## config.mk

```make
export PLATFORM = sky130hd
export DESIGN_NAME = core_mem_front
export DESIGN_NICKNAME = d
export VERILOG_FILES = /design/src/core_ctrl_pkg.sv /design/src/core_mem_pkg.sv /design/src/core_mem_front.sv /design/src/core_rst_seq.sv /design/src/req_retime_slice.sv
export SDC_FILE = /design/constraint.sdc
export NUM_CORES = 1
export LEC_CHECK = 0
export ABC_AREA = 1
export BUFFER_PORTS_ARGS = -buffer_cell sky130_fd_sc_hd__buf_2
export CAP_MARGIN = 25
export CORE_ASPECT_RATIO = 0.75
export CORE_MARGIN = 4
export CORE_UTILIZATION = 47
export DETAILED_ROUTE_END_ITERATION = 7
export HOLD_SLACK_MARGIN = 0.05
export PLACE_DENSITY = 0.77
export SYNTH_ARGS = -nofsm -noshare
export SYNTH_HDL_FRONTEND = slang
export SYNTH_SLANG_ARGS = --single-unit
```

## constraint.sdc

```tcl
create_clock -name clk -period 5.21 [get_ports clk]
set_input_delay 0.521 -clock clk [delete_from_list [all_inputs] [get_ports clk]]
set_output_delay 0.521 -clock clk [all_outputs]
set_load 0.005 [all_outputs]
```

## src/core_ctrl_pkg.sv

```systemverilog
//--------------------------------------------------------------------------
// Core control types
// Reset sequencer states and reset synchronizer depth
//--------------------------------------------------------------------------
`default_nettype none

package core_ctrl_pkg;

    // Flop stages on the CPU reset request
    localparam int unsigned RST_SYNC_STAGES_DEF = 2;

    // Core reset sequence
    typedef enum logic [1:0] {
        CORE_HELD    = 2'b00,  // Core reset on, qualifier off
        CORE_RELEASE = 2'b01,  // Reset released, qualifier still off
        CORE_RUN     = 2'b11,  // Normal operation
        CORE_DRAIN   = 2'b10   // Qualifier dropped ahead of reset
    } rst_state_e;

endpackage : core_ctrl_pkg

`default_nettype wire

```

## src/core_mem_pkg.sv

```systemverilog
//--------------------------------------------------------------------------
// Memory request types
// Widths, field types and request payload structs for the instruction
// and data memory channels of the core front end
//--------------------------------------------------------------------------
`default_nettype none

package core_mem_pkg;

    //----------------------------------------------------------------------
    // Field widths
    //----------------------------------------------------------------------
    localparam int unsigned IMEM_AWIDTH = 32;   // Instruction address
    localparam int unsigned IMEM_BSIZE  = 3;    // Burst length field
    localparam int unsigned DMEM_AWIDTH = 32;   // Data address
    localparam int unsigned DMEM_DWIDTH = 32;   // Write data

    //----------------------------------------------------------------------
    // Field types
    //----------------------------------------------------------------------
    typedef logic [IMEM_AWIDTH-1:0] imem_addr_t;
    typedef logic [IMEM_BSIZE-1:0]  imem_bl_t;
    typedef logic [DMEM_AWIDTH-1:0] dmem_addr_t;
    typedef logic [DMEM_DWIDTH-1:0] dmem_data_t;

    // 0 read, 1 write
    typedef logic mem_cmd_t;

    // Access size: 0 byte, 1 halfword, 2 word
    // Code 3 not used by the core
    typedef logic [1:0] dmem_width_t;

    //----------------------------------------------------------------------
    // Request payloads, command in the top bits
    //----------------------------------------------------------------------
    // Instruction fetch request, 36 bits
    typedef struct packed {
        mem_cmd_t   cmd;    // Always a read from the fetch unit
        imem_addr_t addr;   // Fetch address
        imem_bl_t   bl;     // Burst length
    } imem_req_t;

    // Load/store request, 67 bits
    typedef struct packed {
        mem_cmd_t    cmd;
        dmem_width_t width;  // Access size
        dmem_addr_t  addr;
        dmem_data_t  wdata;  // Only meaningful on writes
    } dmem_req_t;

endpackage : core_mem_pkg

`default_nettype wire

```

## src/core_mem_front.sv

```systemverilog
//--------------------------------------------------------------------------
// Core memory front end
// Reset sequencer plus IMEM and DMEM request retiming, both buffers held
// in reset together with the core
//--------------------------------------------------------------------------
`timescale 1ns/1ps
`default_nettype none

module core_mem_front #(
    parameter int unsigned RST_SYNC_STAGES = core_ctrl_pkg::RST_SYNC_STAGES_DEF
) (
    input  logic                    clk,
    input  logic                    reset_i,          // Master reset
    input  logic                    core_rst_req_i,   // Async CPU reset request
    // IMEM channel
    input  logic                    imem_req_i,
    input  core_mem_pkg::imem_req_t imem_req_data_i,
    output logic                    imem_ack_o,
    output logic                    imem_req_o,
    output core_mem_pkg::imem_req_t imem_req_data_o,
    input  logic                    imem_ack_i,
    // DMEM channel
    input  logic                    dmem_req_i,
    input  core_mem_pkg::dmem_req_t dmem_req_data_i,
    output logic                    dmem_ack_o,
    output logic                    dmem_req_o,
    output core_mem_pkg::dmem_req_t dmem_req_data_o,
    input  logic                    dmem_ack_i,
    // Core reset
    output logic                    core_rst_o,
    output logic                    core_rdc_qlfy_o
);

    localparam int unsigned IMEM_REQ_W = $bits(core_mem_pkg::imem_req_t);  // 36
    localparam int unsigned DMEM_REQ_W = $bits(core_mem_pkg::dmem_req_t);  // 67

    logic                  core_rst;         // Shared by both buffers
    logic [IMEM_REQ_W-1:0] imem_req_vec_in;
    logic [IMEM_REQ_W-1:0] imem_req_vec_out;
    logic [DMEM_REQ_W-1:0] dmem_req_vec_in;
    logic [DMEM_REQ_W-1:0] dmem_req_vec_out;

    //----------------------------------------------------------------------
    // Reset sequencing
    //----------------------------------------------------------------------
    core_rst_seq #(
        .RST_SYNC_STAGES (RST_SYNC_STAGES)
    ) u_core_rst_seq (
        .clk             (clk),
        .reset_i         (reset_i),
        .core_rst_req_i  (core_rst_req_i),
        .core_rst_o      (core_rst),
        .core_rdc_qlfy_o (core_rdc_qlfy_o)
    );

    assign core_rst_o = core_rst;

    //----------------------------------------------------------------------
    // Request retiming
    //----------------------------------------------------------------------
    assign imem_req_vec_in = imem_req_data_i;    // Flatten struct
    assign dmem_req_vec_in = dmem_req_data_i;
    assign imem_req_data_o = imem_req_vec_out;   // Back to struct
    assign dmem_req_data_o = dmem_req_vec_out;

    req_retime_slice #(
        .WIDTH      (IMEM_REQ_W)
    ) u_imem_retime (
        .clk        (clk),
        .reset_i    (core_rst),
        .req_i      (imem_req_i),
        .req_data_i (imem_req_vec_in),
        .ack_o      (imem_ack_o),
        .req_o      (imem_req_o),
        .req_data_o (imem_req_vec_out),
        .ack_i      (imem_ack_i)
    );

    req_retime_slice #(
        .WIDTH      (DMEM_REQ_W)
    ) u_dmem_retime (
        .clk        (clk),
        .reset_i    (core_rst),
        .req_i      (dmem_req_i),
        .req_data_i (dmem_req_vec_in),
        .ack_o      (dmem_ack_o),
        .req_o      (dmem_req_o),
        .req_data_o (dmem_req_vec_out),
        .ack_i      (dmem_ack_i)
    );

endmodule : core_mem_front

`default_nettype wire

```

## src/core_rst_seq.sv

```systemverilog
//--------------------------------------------------------------------------
// Core reset sequencer
// Synchronizes the CPU reset request and orders core reset against the
// reset-domain-crossing qualifier in both directions
//--------------------------------------------------------------------------
`timescale 1ns/1ps
`default_nettype none

module core_rst_seq #(
    parameter int unsigned RST_SYNC_STAGES = core_ctrl_pkg::RST_SYNC_STAGES_DEF
) (
    input  logic clk,
    input  logic reset_i,          // Master reset
    input  logic core_rst_req_i,   // Async CPU reset request
    output logic core_rst_o,       // Core reset, active high
    output logic core_rdc_qlfy_o   // High while core outputs are trustworthy
);

    logic [RST_SYNC_STAGES-1:0] req_sync_q;  // Synchronizer chain
    logic                       req_sync;    // Request in clk domain

    core_ctrl_pkg::rst_state_e  state_q;
    core_ctrl_pkg::rst_state_e  state_nxt;

    logic core_rst_q;
    logic qlfy_q;

    //----------------------------------------------------------------------
    // Request synchronizer
    //----------------------------------------------------------------------
    // Master reset loads "reset requested" so the core stays held
    always_ff @(posedge clk) begin
        if (reset_i) begin
            req_sync_q <= '1;
        end else begin
            req_sync_q[0] <= core_rst_req_i;
            for (int i = 1; i < RST_SYNC_STAGES; i++) begin
                req_sync_q[i] <= req_sync_q[i-1];
            end
        end
    end

    assign req_sync = req_sync_q[RST_SYNC_STAGES-1];

    //----------------------------------------------------------------------
    // Sequencing FSM
    //----------------------------------------------------------------------
    always_comb begin
        state_nxt = state_q;
        case (state_q)
            core_ctrl_pkg::CORE_HELD: begin
                if (!req_sync) begin
                    state_nxt = core_ctrl_pkg::CORE_RELEASE;
                end
            end
            // Late request still goes through drain for fixed timing
            core_ctrl_pkg::CORE_RELEASE: begin
                state_nxt = req_sync ? core_ctrl_pkg::CORE_DRAIN
                                     : core_ctrl_pkg::CORE_RUN;
            end
            core_ctrl_pkg::CORE_RUN: begin
                if (req_sync) begin
                    state_nxt = core_ctrl_pkg::CORE_DRAIN;
                end
            end
            core_ctrl_pkg::CORE_DRAIN: state_nxt = core_ctrl_pkg::CORE_HELD;
            default:                   state_nxt = core_ctrl_pkg::CORE_HELD;
        endcase
    end

    // Outputs registered from the next state so they never glitch
    always_ff @(posedge clk) begin
        if (reset_i) begin
            state_q    <= core_ctrl_pkg::CORE_HELD;
            core_rst_q <= 1'b1;
            qlfy_q     <= 1'b0;
        end else begin
            state_q    <= state_nxt;
            core_rst_q <= (state_nxt == core_ctrl_pkg::CORE_HELD);
            qlfy_q     <= (state_nxt == core_ctrl_pkg::CORE_RUN);
        end
    end

    assign core_rst_o      = core_rst_q;
    assign core_rdc_qlfy_o = qlfy_q;

    //----------------------------------------------------------------------
    // Checks
    //----------------------------------------------------------------------
    // Qualifier only high once the core has been out of reset for a cycle
    a_qlfy_off_in_rst : assert property (@(posedge clk) disable iff (reset_i)
        core_rdc_qlfy_o |-> !core_rst_o && !$past(core_rst_o));

    // Qualifier drops at least a cycle before reset rises
    a_qlfy_before_rst : assert property (@(posedge clk) disable iff (reset_i)
        $rose(core_rst_o) |-> !$past(core_rdc_qlfy_o));

endmodule : core_rst_seq

`default_nettype wire

```

## src/req_retime_slice.sv

```systemverilog
//--------------------------------------------------------------------------
// Request retiming buffer
// Two-entry FIFO between core and memory request/acknowledge handshakes
// Core-side acknowledge comes from registered fill state only
//--------------------------------------------------------------------------
`timescale 1ns/1ps
`default_nettype none

module req_retime_slice #(
    parameter int unsigned WIDTH = 32
) (
    input  logic             clk,
    input  logic             reset_i,     // Core reset
    // Core side
    input  logic             req_i,
    input  logic [WIDTH-1:0] req_data_i,
    output logic             ack_o,
    // Memory side
    output logic             req_o,
    output logic [WIDTH-1:0] req_data_o,
    input  logic             ack_i
);

    logic [WIDTH-1:0] entry_q [2];   // Payload slots
    logic             wr_ptr_q;      // Next slot to fill
    logic             rd_ptr_q;      // Oldest slot
    logic [1:0]       count_q;       // 0, 1 or 2 entries
    logic [1:0]       count_nxt;
    logic             ack_q;

    logic push;                      // Core-side transfer
    logic pop;                       // Memory-side transfer

    //----------------------------------------------------------------------
    // Handshakes
    //----------------------------------------------------------------------
    assign push = req_i & ack_q;
    assign pop  = req_o & ack_i;

    assign ack_o      = ack_q;
    assign req_o      = (count_q != 2'd0);    // Something buffered
    assign req_data_o = entry_q[rd_ptr_q];    // Oldest entry first

    //----------------------------------------------------------------------
    // Fill state
    //----------------------------------------------------------------------
    always_comb begin
        case ({push, pop})
            2'b10:   count_nxt = count_q + 2'd1;
            2'b01:   count_nxt = count_q - 2'd1;
            default: count_nxt = count_q;     // Idle or pass-through
        endcase
    end

    always_ff @(posedge clk) begin
        if (reset_i) begin
            wr_ptr_q <= 1'b0;
            rd_ptr_q <= 1'b0;
            count_q  <= 2'd0;                 // Drops both entries
            ack_q    <= 1'b0;
        end else begin
            if (push) begin
                wr_ptr_q <= ~wr_ptr_q;
            end
            if (pop) begin
                rd_ptr_q <= ~rd_ptr_q;
            end
            count_q <= count_nxt;
            ack_q   <= (count_nxt != 2'd2);   // Ready unless full next cycle
        end
    end

    // Payload slots written on acceptance
    always_ff @(posedge clk) begin
        if (push) begin
            entry_q[wr_ptr_q] <= req_data_i;
        end
    end

    //----------------------------------------------------------------------
    // Checks
    //----------------------------------------------------------------------
    // Pending request held with the same payload until acknowledged
    a_req_hold : assert property (@(posedge clk) disable iff (reset_i)
        req_o && !ack_i |=> req_o && $stable(req_data_o));

    // Acceptance writes only into a free slot
    a_no_overflow : assert property (@(posedge clk) disable iff (reset_i)
        push |-> (count_q == 2'd0) || (wr_ptr_q != rd_ptr_q));

endmodule : req_retime_slice

`default_nettype wire
```

==> results of run 1 <==
[flip-flops by register name, summed over array words and instances, names as in the netlist, named ones only]
name	cells
u_dmem_retime.rd_ptr_q	1
u_dmem_retime.ack_o	1
u_imem_retime.rd_ptr_q	1
u_core_rst_seq.req_sync_q	2
u_dmem_retime.wr_ptr_q	1
u_core_rst_seq.core_rdc_qlfy_o	1
u_core_rst_seq.state_q	2
u_imem_retime.count_q	2
u_dmem_retime.entry_q	134
u_core_rst_seq.core_rst_o	1
u_imem_retime.entry_q	72
u_dmem_retime.count_q	2
u_imem_retime.ack_o	1
u_imem_retime.wr_ptr_q	1
[metrics by stage]
| stage | instance area [sq um] | utilization [%] |
|---|---|---|
| after floorplan | 8230 | - |
| after global placement | 9570 | 56.4 |
| after detailed placement | 9590 | 56.5 |
| after CTS | 10300 | 60.4 |
| after global routing | 10300 | 60.8 |
| final | 10300 | 60.8 |
[path summary, 6_finish.rpt]
kind / from / endpoint / depth (start not counted)
max: register / dmem_req_data_o[4] / 3
min: core_rst_req_i / u_core_rst_seq.req_sync_q[0]$_SDFF_PP1_ / 2
max reg2reg: u_dmem_retime.ack_o$_SDFF_PP0_ / u_dmem_retime.entry_q[1][58]$_DFFE_PP_ / 3
min reg2reg: u_core_rst_seq.req_sync_q[0]$_SDFF_PP1_ / u_core_rst_seq.req_sync_q[1]$_SDFF_PP1_ / 1
[synth_stat cells (all sizes together)]
cell type,instances,area share (%)
or2,2,0.15
edfxtp,206,75
inv,18,0.82
nor3,3,0.18
dfxtp,18,4.4
nand4,2,0.15
buf,11,1.1
nand3,4,0.24
mux2,103,15
a21oi,4,0.24
a211oi,1,0.091
xnor2,2,0.21
nor2,12,0.55
nand2,16,0.73
o21ai,2,0.12
ha,2,0.30
[where the power goes]
group	internal, mW	switching [mW]
registers	1.98	0.00489
logic	0.0535	0.0478
clock network	0.847	0.604
total	2.88	0.657
[layout by cell type (no fill, tap or decap)]
cell        instances
inv_1              18
buf_4               3
mux2_2             73
buf_2             218
nand2_1            16
clkinv_1            3
nor2_1              8
or2_2               2
diode_2             2
clkbuf_1            3
clkbuf_16          23
nor2_4              4
ha_1                2
bufinv_16           1
buf_16              1
clkinv_2            5
xnor2_1             2
dfxtp_1            17
dfxtp_4             1
mux2_4             30
clkinvlp_4          1
nand4_1             2
a211oi_1            1
o21ai_0             2
a21oi_1             4
nand3_1             4
buf_12              3
nor3_1              3
edfxtp_1          206
[final cells by class]
type / count / area, sq um / share of cell area [%]
flip-flops and latches: 224 / 6550 / 63.4
multi-input cells: 153 / 1550 / 15.0
repair buffers: 225 / 1200 / 11.6
clock buffers: 26 / 587 / 5.68
well taps: 236 / 295 / 2.86
clock inverters: 10 / 73.8 / 0.715
inverters: 18 / 67.6 / 0.654
diodes: 2 / 5.00 / 0.0485
[worst max-delay path, cell delays in order, from the launching register on]
cell and delay (ps):
dfxtp_4 470, buf_16 310, mux2_2 390, buf_2 130
[per-layer routing]
| layer | vias to the layer above | wire, um | share of wire (%) | global-route usage, % |
|---|---|---|---|---|
| li1 | 2034 | - | - | - |
| met1 | 2149 | 6200 | 40 | 18.4 |
| met2 | 137 | 8030 | 52 | 26.9 |
| met3 | 34 | 833 | 5.4 | 3.52 |
| met4 | 0 | 436 | 2.8 | 5.43 |
| met5 | - | 0 | 0 | 0 |
[cells by family after synthesis]
kind of cell               after synthesis  share of synthesized area [%]
AOI/OAI and AO/OA                        7                          0.456
xor gates and xnor gates                 2                          0.213
adders and majority gates                2                          0.304
buffers and inverters                   29                           1.96
DFF                                    224                           79.6
muxes                                  103                           15.5
and+or+nand+nor                         39                           2.01
==> run metrics, run 1 <==
grt total ovfl=0; Final Hold Fails=0; synth-to-layout area growth=25.6%; cts bufs inserted=22; GPL Wtd Cong=0.812; Power Total=3.54 mW; Die ar.=0.0197 sq mm; vias in the first global route=4709; Final nets=756; Floorplan Core Area=0.0170 sq mm; Tot GR Track Use=15.1%; Clk Latency, worst-skew pair=480 ps; Clock Sinks=224; Max Cap Viol=0; maximum VDD drop=221 uV; Ys Warns=0; post-CTS resize count=0; antenna violations before repair=0; TritonCTS clock tree=yes; status=completed; Slew Viols, Final=0; Synth Register Bits=224; Final min period=2370 ps; maximum number of pins on one net before global-route repair=68; Max-slew headroom=43.3%; TNS Setup=0 ps; Yosys cell types=19; Final Skew=8.33 ps; Worst setup SP type=register; Initial Util=48.4%; post-synthesis sequential area ratio=79.6%; critical path class=register to output pin; crit path DAT=1850 ps; PD cells=343 mW/mm^2; Hold-fix buffers, CTS=0; row count=41; port bufs=218; placed insts=853; layout cell share with drive strength beyond 1=55.6%; Bufs on Longest Clock Path=3; Reg clk slew, reported paths=60 ps; FMAX=0.421 GHz; routed vias/inst=4.87; Layout fillers=1245; CP Capture Type=output pin; worst slew pin tran=851 ps; Gate Count Post-Synth=406; Initial DRC Count=235; Finished Layout Cells=894; Die Ht=123 um; H-tree depth=1; die width=161 um; Pre-antenna DRT Iters=4; post-DP HPWL=10700 um; syn_nets=518; Hold WC Path Type=input pin to register; pre-CTS setup slack=3050 ps; final setup fails=0; P_leak=3.88 nW; Max FO, Critical Path=56; post-CTS setup buffers=0; unrepaired setup endpoints after global routing=false; Routed Antenna Nets=0; Clock Tree Root=clkbuf_16; vias post-DR=4354; Total Wirelength=15500 um; fin crit share=45.6%; drt drc=0; Reg2Reg Setup Slack=3350 ps; PnR worst setup slack=2840 ps; post-DR wirelength/cell=17.3 um; first-pass GRT wire length=23900 um; Synth Cell Area=0.00823 sq mm; Mean Syn Cell Area=20.3 sq um; # IOs=219; Critical Path RT=4690 ps; worst hold slack=221 ps
Power figures use the tool's default switching activity.
==> run 2: changes to the inputs <==
==> constraint.sdc (replaced) <==
create_clock -name clk -period 2.4 [get_ports clk]
set_input_delay 0.24 -clock clk [delete_from_list [all_inputs] [get_ports clk]]
set_output_delay 0.24 -clock clk [all_outputs]
set_load 0.005 [all_outputs]
==> run 2 against run 1 <==
Compared with the run above: sequential power rose by 120%; worst hold slack got worse by 150 ps; via count rose by 9.1%; first-iteration DRC count fell by 24%; critical path depth did not move; clock power rose by 140%; die area did not move; flip-flop and latch count did not move; combinational power rose to 3.6 times the previous value; core utilization rose by 6.6 points; setup slack got worse by 2500 ps; wire length rose by 17%; largest power group unchanged; highest routed layer unchanged.
==> run metrics, run 2 (same netlist as run 1, synthesis figures left out) <==
maximum VDD drop=615 uV; pre-CTS setup slack=761 ps; most common cell after layout, fill and taps aside=buf_2; Reg clk slew, reported paths=60 ps; Floorplan Core Area=0.0170 sq mm; die width=161 um; port bufs=218; crit path DAT=1870 ps; Die Ht=123 um; PD cells=712 mW/mm^2; Slowest Stage Delay on Critical Path=610 ps; critical path class=register to output pin; worst slew pin tran=650 ps; critical path's top delay family=flip-flops; post-CTS setup buffers=0; Hold WC Path Type=input pin to register; H-tree depth=1; Pre-antenna DRT Iters=5; Layout fillers=1144; Reg2Reg Setup Slack=820 ps; most frequent cells in the layout=buf_2, edfxtp_1, dlygate4sd3_1; maximum number of pins on one net before global-route repair=48; post-DR wirelength/cell=18.0 um; PnR worst setup slack=286 ps; crit-path cells=buf_4 -> mux2_4 -> buf_2; Clk Latency, worst-skew pair=490 ps; Bufs and invs on worst path=2; Final nets=866; Finished Layout Cells=1007; P_leak=4.37 nW; Final min period=2110 ps; vias in the first global route=5167; Tot GR Track Use=17.6%; Final Skew=9.33 ps; routed vias/inst=4.72; post-DP HPWL=11700 um; Initial Util=48.4%; Largest Register=u_dmem_retime.entry_q; antenna violations before repair=1; Bufs on Longest Clock Path=3; Critical Path RT=2160 ps; Final Hold Fails=0; status=completed; drt drc=0; Max-slew headroom=56.7%; GPL Wtd Cong=0.766; # IOs=219; CP Capture Type=output pin; Worst setup SP type=register; max reg flops=134; first-pass GRT wire length=27300 um; final setup fails=0; unrepaired setup endpoints after global routing=false; grt total ovfl=0; placed insts=859; Max Cap Viol=0; vias post-DR=4752; row count=41; Routed Antenna Nets=0; area of the multi-input gates=0.00155 sq mm; Die ar.=0.0197 sq mm; fin crit share=88.1%; Initial DRC Count=178; Slew Viols, Final=0; FMAX=0.473 GHz; Max FO, Critical Path=26; TritonCTS clock tree=yes; Clock Tree Root=clkbuf_16; Max stage delay cell, worst path=dfxtp_4; cts bufs inserted=23; layout cell share with drive strength beyond 1=48.3%; synth-to-layout area growth=39.2%; Total Wirelength=18100 um; Largest regs=u_dmem_retime.entry_q x134, u_imem_retime.entry_q x72; Clock Sinks=224; Register Area=0.00655 sq mm
==> run 2: cell count changes in the layout (fill, tap and decap cells not counted), sizes merged <==
cell / previous run / this run
clkinv: 8 / 7
clkinvlp: 1 / 0
bufinv: 1 / 2
clkbuf: 26 / 31
dlygate4sd3: 0 / 106
buf: 225 / 228
diode: 2 / 1
inv: 18 / 19
==> run 2: worst paths after layout <==
path,startpoint,to,depth (start not counted)
hold reg to reg,u_core_rst_seq.req_sync_q[0]$_SDFF_PP1_,u_core_rst_seq.req_sync_q[1]$_SDFF_PP1_,1
setup / recovery,register,dmem_req_data_o[64],3
hold / removal,imem_req_i,u_imem_retime.wr_ptr_q$_SDFFE_PP0P_,3
setup reg to reg,u_dmem_retime.ack_o$_SDFF_PP0_,u_dmem_retime.entry_q[1][18]$_DFFE_PP_,3
==> run 2: power breakdown <==
part	internal, mW	switching [mW]
Clock	2.11	1.37
Combinational	0.227	0.137
Sequential	4.30	0.0123
Total	6.64	1.52
==> run 2: what timing repair did <==
item | in CTS | in global routing
hold buffers | 106 | 0
setup endpoints to repair | 0 | 0
gates resized for setup | 0 | 0
hold endpoints to repair | 211 | 0
==> run 2: tightest hold or removal path: stages <==
cell     delay, ps
buf_2           90
a21oi_1         60
nor3_1         110
==> run 2: layer usage <==
layer / routed length [um] / global-route usage (%) / part of all wire, % / vias to the layer above
li1: - / - / - / 2252
met1: 6980 / 19.9 / 38 / 2330
met2: 9860 / 34.1 / 54 / 138
met3: 883 / 3.59 / 4.9 / 32
met4: 404 / 4.90 / 2.2 / 0
met5: 0 / 0 / 0 / -
==> run 2: final cells by class <==
class	count	share of cell area (%)
Sequential cell	224	57.2
Timing Repair Buffer	334	19.6
Multi-Input combinational cell	153	13.5
Clock buffer	31	5.65
Tap cell	236	2.58
Clock inverter	10	0.907
Inverter	18	0.590
Antenna cell	1	0.0218
==> run 2: per-stage QoR <==
stage	power, mW	setup TNS (ps)	util, %	hold slack [ps]	cell area, sq um
finish	8.16	0	67.5	68.5	11500
global route	8.43	0	67.5	85.0	11500
CTS	8.23	0	67.4	51.7	11500
detailed placement	4.62	0	56.8	405	9640
global placement	4.60	0	56.8	395	9640
floorplan	4.45	-32270	-	317	8230
==> run 3: changes to the inputs <==
--- a/config.mk
+++ b/config.mk
@@ -8,12 +8,16 @@
 export ABC_AREA = 1
 export BUFFER_PORTS_ARGS = -buffer_cell sky130_fd_sc_hd__buf_2
 export CAP_MARGIN = 25
+export CELL_PAD_IN_SITES_DETAIL_PLACEMENT = 2
+export CELL_PAD_IN_SITES_GLOBAL_PLACEMENT = 2
 export CORE_ASPECT_RATIO = 0.75
 export CORE_MARGIN = 4
-export CORE_UTILIZATION = 47
+export CORE_UTILIZATION = 38
 export DETAILED_ROUTE_END_ITERATION = 7
 export HOLD_SLACK_MARGIN = 0.05
-export PLACE_DENSITY = 0.77
+export PLACE_DENSITY = 0.83
+export SLEW_MARGIN = 20
 export SYNTH_ARGS = -nofsm -noshare
 export SYNTH_HDL_FRONTEND = slang
+export SYNTH_HIERARCHICAL = 1
 export SYNTH_SLANG_ARGS = --single-unit
==> run 3 against run 2 <==
Compared with the run above: sequential power barely moved; power rose by 1.7%; register-to-register slack got worse by 120 ps; worst hold slack improved by 6.5 ps; critical endpoint is now dmem_req_data_o[1]; largest power group unchanged; highest routed layer unchanged.
==> run metrics, run 3 <==
H-tree depth=1; port bufs=218; unrepaired setup endpoints after global routing=false; Tot GR Track Use=20.1%; synth top area cells=edfxtp_1, mux2_4, mux2_2, dfxtp_1, inv_1; Ys Warns=6; syn_nets=523; post-synthesis sequential area ratio=78.0%; post-DR wirelength/cell=23.6 um; # IOs=219; Bufs on Longest Clock Path=3; maximum number of pins on one net before global-route repair=57; P_leak=4.48 nW; first-pass GRT wire length=37300 um; Final Hold Fails=0; drt drc=0; Diodes inserted=0; Gate Count Post-Synth=411; Clock Sinks=224; post-DP HPWL=15700 um; vias in the first global route=5823; FMAX=0.466 GHz; async set or reset register ratio after synthesis=0%; hold depth=3; Clk Latency, worst-skew pair=500 ps; TNS Setup=0 ps; synth-to-layout area growth=39.1%; final setup fails=0; worst slew pin tran=530 ps; Die ar.=0.0245 sq mm; antenna violations before repair=0; Mean Syn Cell Area=20.4 sq um; cell taking the most area after synthesis=edfxtp_1; most common cell after layout, fill and taps aside=buf_2; vias post-DR=4945; R2R depth=3; Pre-antenna DRT Iters=4; max reg flops=134; Max FO, Critical Path=27; Reg clk slew, reported paths=70 ps; row count=46; status=completed; Largest Register=u_dmem_retime/entry_q; Post-synth top flop=edfxtp_1; Layout fillers=1925; PD cells=711 mW/mm^2; Worst setup SP type=register; Floorplan Core Area=0.0214 sq mm; Routed Antenna Nets=0; Initial Util=39.2%; hold wc startpoint=dmem_req_i; Largest regs=u_dmem_retime/entry_q x134, u_imem_retime/entry_q x72; Total Wirelength=25100 um; Critical Path RT=2160 ps; most frequent cells in the layout=buf_2, edfxtp_1, dlygate4sd3_1; Yosys top cell area share=73.7%; number of enable flip-flop cells after synthesis=206; Initial DRC Count=251; crit path DAT=1900 ps; Final min period=2140 ps; Clock Tree Root=clkbuf_16; Synth Register Bits=224; Hold WC Path Type=input pin to register; layout cell share with drive strength beyond 1=47.6%; Final nets=870; grt total ovfl=0; die width=180 um; TritonCTS clock tree=yes; critical path class=register to output pin; CP Capture Type=output pin; Die Ht=137 um; cts bufs inserted=23; top-count cell post-synth=edfxtp_1; Slew Viols, Final=0; Yosys cell types=20; Post-synth top cells=edfxtp_1, mux2_4, mux2_2, inv_1; maximum VDD drop=408 uV; reg2reg start=u_dmem_retime/ack_o$_SDFF_PP0_; Synth Cell Area=0.00839 sq mm; Max-slew headroom=64.7%; fin crit share=89.4%; Final Skew=9.24 ps; Max Cap Viol=0; routed vias/inst=4.65; GPL Wtd Cong=0.763; Power Total=8.30 mW
-- run 3: cell count changes after synthesis, moves of 2 or more --
cell / delta
mux2_2: -30
mux2_4: +30
buf_12: +3
buf_4: -2
inv_1: +2
nand2_1: +2
or2_1: +2
or2_2: -2
-- run 3: what timing repair did --
| item | 4_1_cts | 5_1_grt |
|---|---|---|
| setup buffers | 0 | 0 |
| gates resized for setup | 0 | 0 |
| hold buffers | 106 | 0 |
| endpoints found under the hold margin | 211 | 0 |
-- run 3: cells by family after synthesis --
kind of cell / count (synthesis) / share of synthesized area (%)
and+or+nand+nor: 42 / 2.13
adders and majority gates: 2 / 0.298
xor gates and xnor gates: 2 / 0.209
AOI/OAI and AO/OA: 7 / 0.417
muxes: 103 / 16.5
buffers and inverters: 31 / 2.42
DFF: 224 / 78.0
-- run 3: area by class of cell --
type | count | area (sq um) | area share (%)
sequential | 224 | 6550 | 56.1
timing repair buffer | 333 | 2270 | 19.5
multi-input combinational | 156 | 1670 | 14.3
clock buffer | 28 | 594 | 5.09
tap | 288 | 360 | 3.09
clock inverter | 14 | 146 | 1.25
inverter | 20 | 75.1 | 0.643
-- run 3: layer usage --
metal  GRT usage (%)  vias to the layer above  part of all wire [%]
met5               0                        -                     0
met4            3.30                        0                   1.2
met3            3.43                       23                   3.5
met2            41.0                      138                    58
met1            22.2                     2528                    37
li1                -                     2256                     -
-- run 3: worst paths after layout --
kind,endpoint,slack [ps]
min,u_dmem_retime/wr_ptr_q$_SDFFE_PP0P_,80
max,dmem_req_data_o[1],260
max reg2reg,u_dmem_retime/entry_q[0][39]$_DFFE_PP_,700
min reg2reg,u_core_rst_seq/req_sync_q[1]$_SDFF_PP1_,410
-- run 3: critical path, stage by stage (launching register included) --
cell	delay, ps
dfxtp_4	580
buf_12	270
mux2_2	380
buf_2	140
-- run 3: report_power, final --
part | leakage (nW) | total [mW] | internal [mW] | switching, mW
sequential | 2.01 | 4.31 | 4.30 | 0.0169
combinational | 2.11 | 0.389 | 0.231 | 0.158
clock | 0.362 | 3.59 | 2.09 | 1.50
total | 4.48 | 8.30 | 6.62 | 1.68
-- run 3: stage by stage --
| step | util (%) | hold WS, ps | worst slack, ps | instances | area (sq um) |
|---|---|---|---|---|---|
| 2_1_floorplan | - | 312 | -248 | 411 | 8400 |
| 3_5_place_dp | 46.1 | 392 | 723 | 915 | 9870 |
| 6_report | 54.5 | 75.0 | 255 | 1063 | 11700 |
| 3_3_place_gp | 46.1 | 392 | 836 | 915 | 9870 |
| 4_1_cts | 54.5 | 53.7 | 234 | 1063 | 11700 |
| 5_1_grt | 54.5 | 92.0 | 176 | 1063 | 11700 |
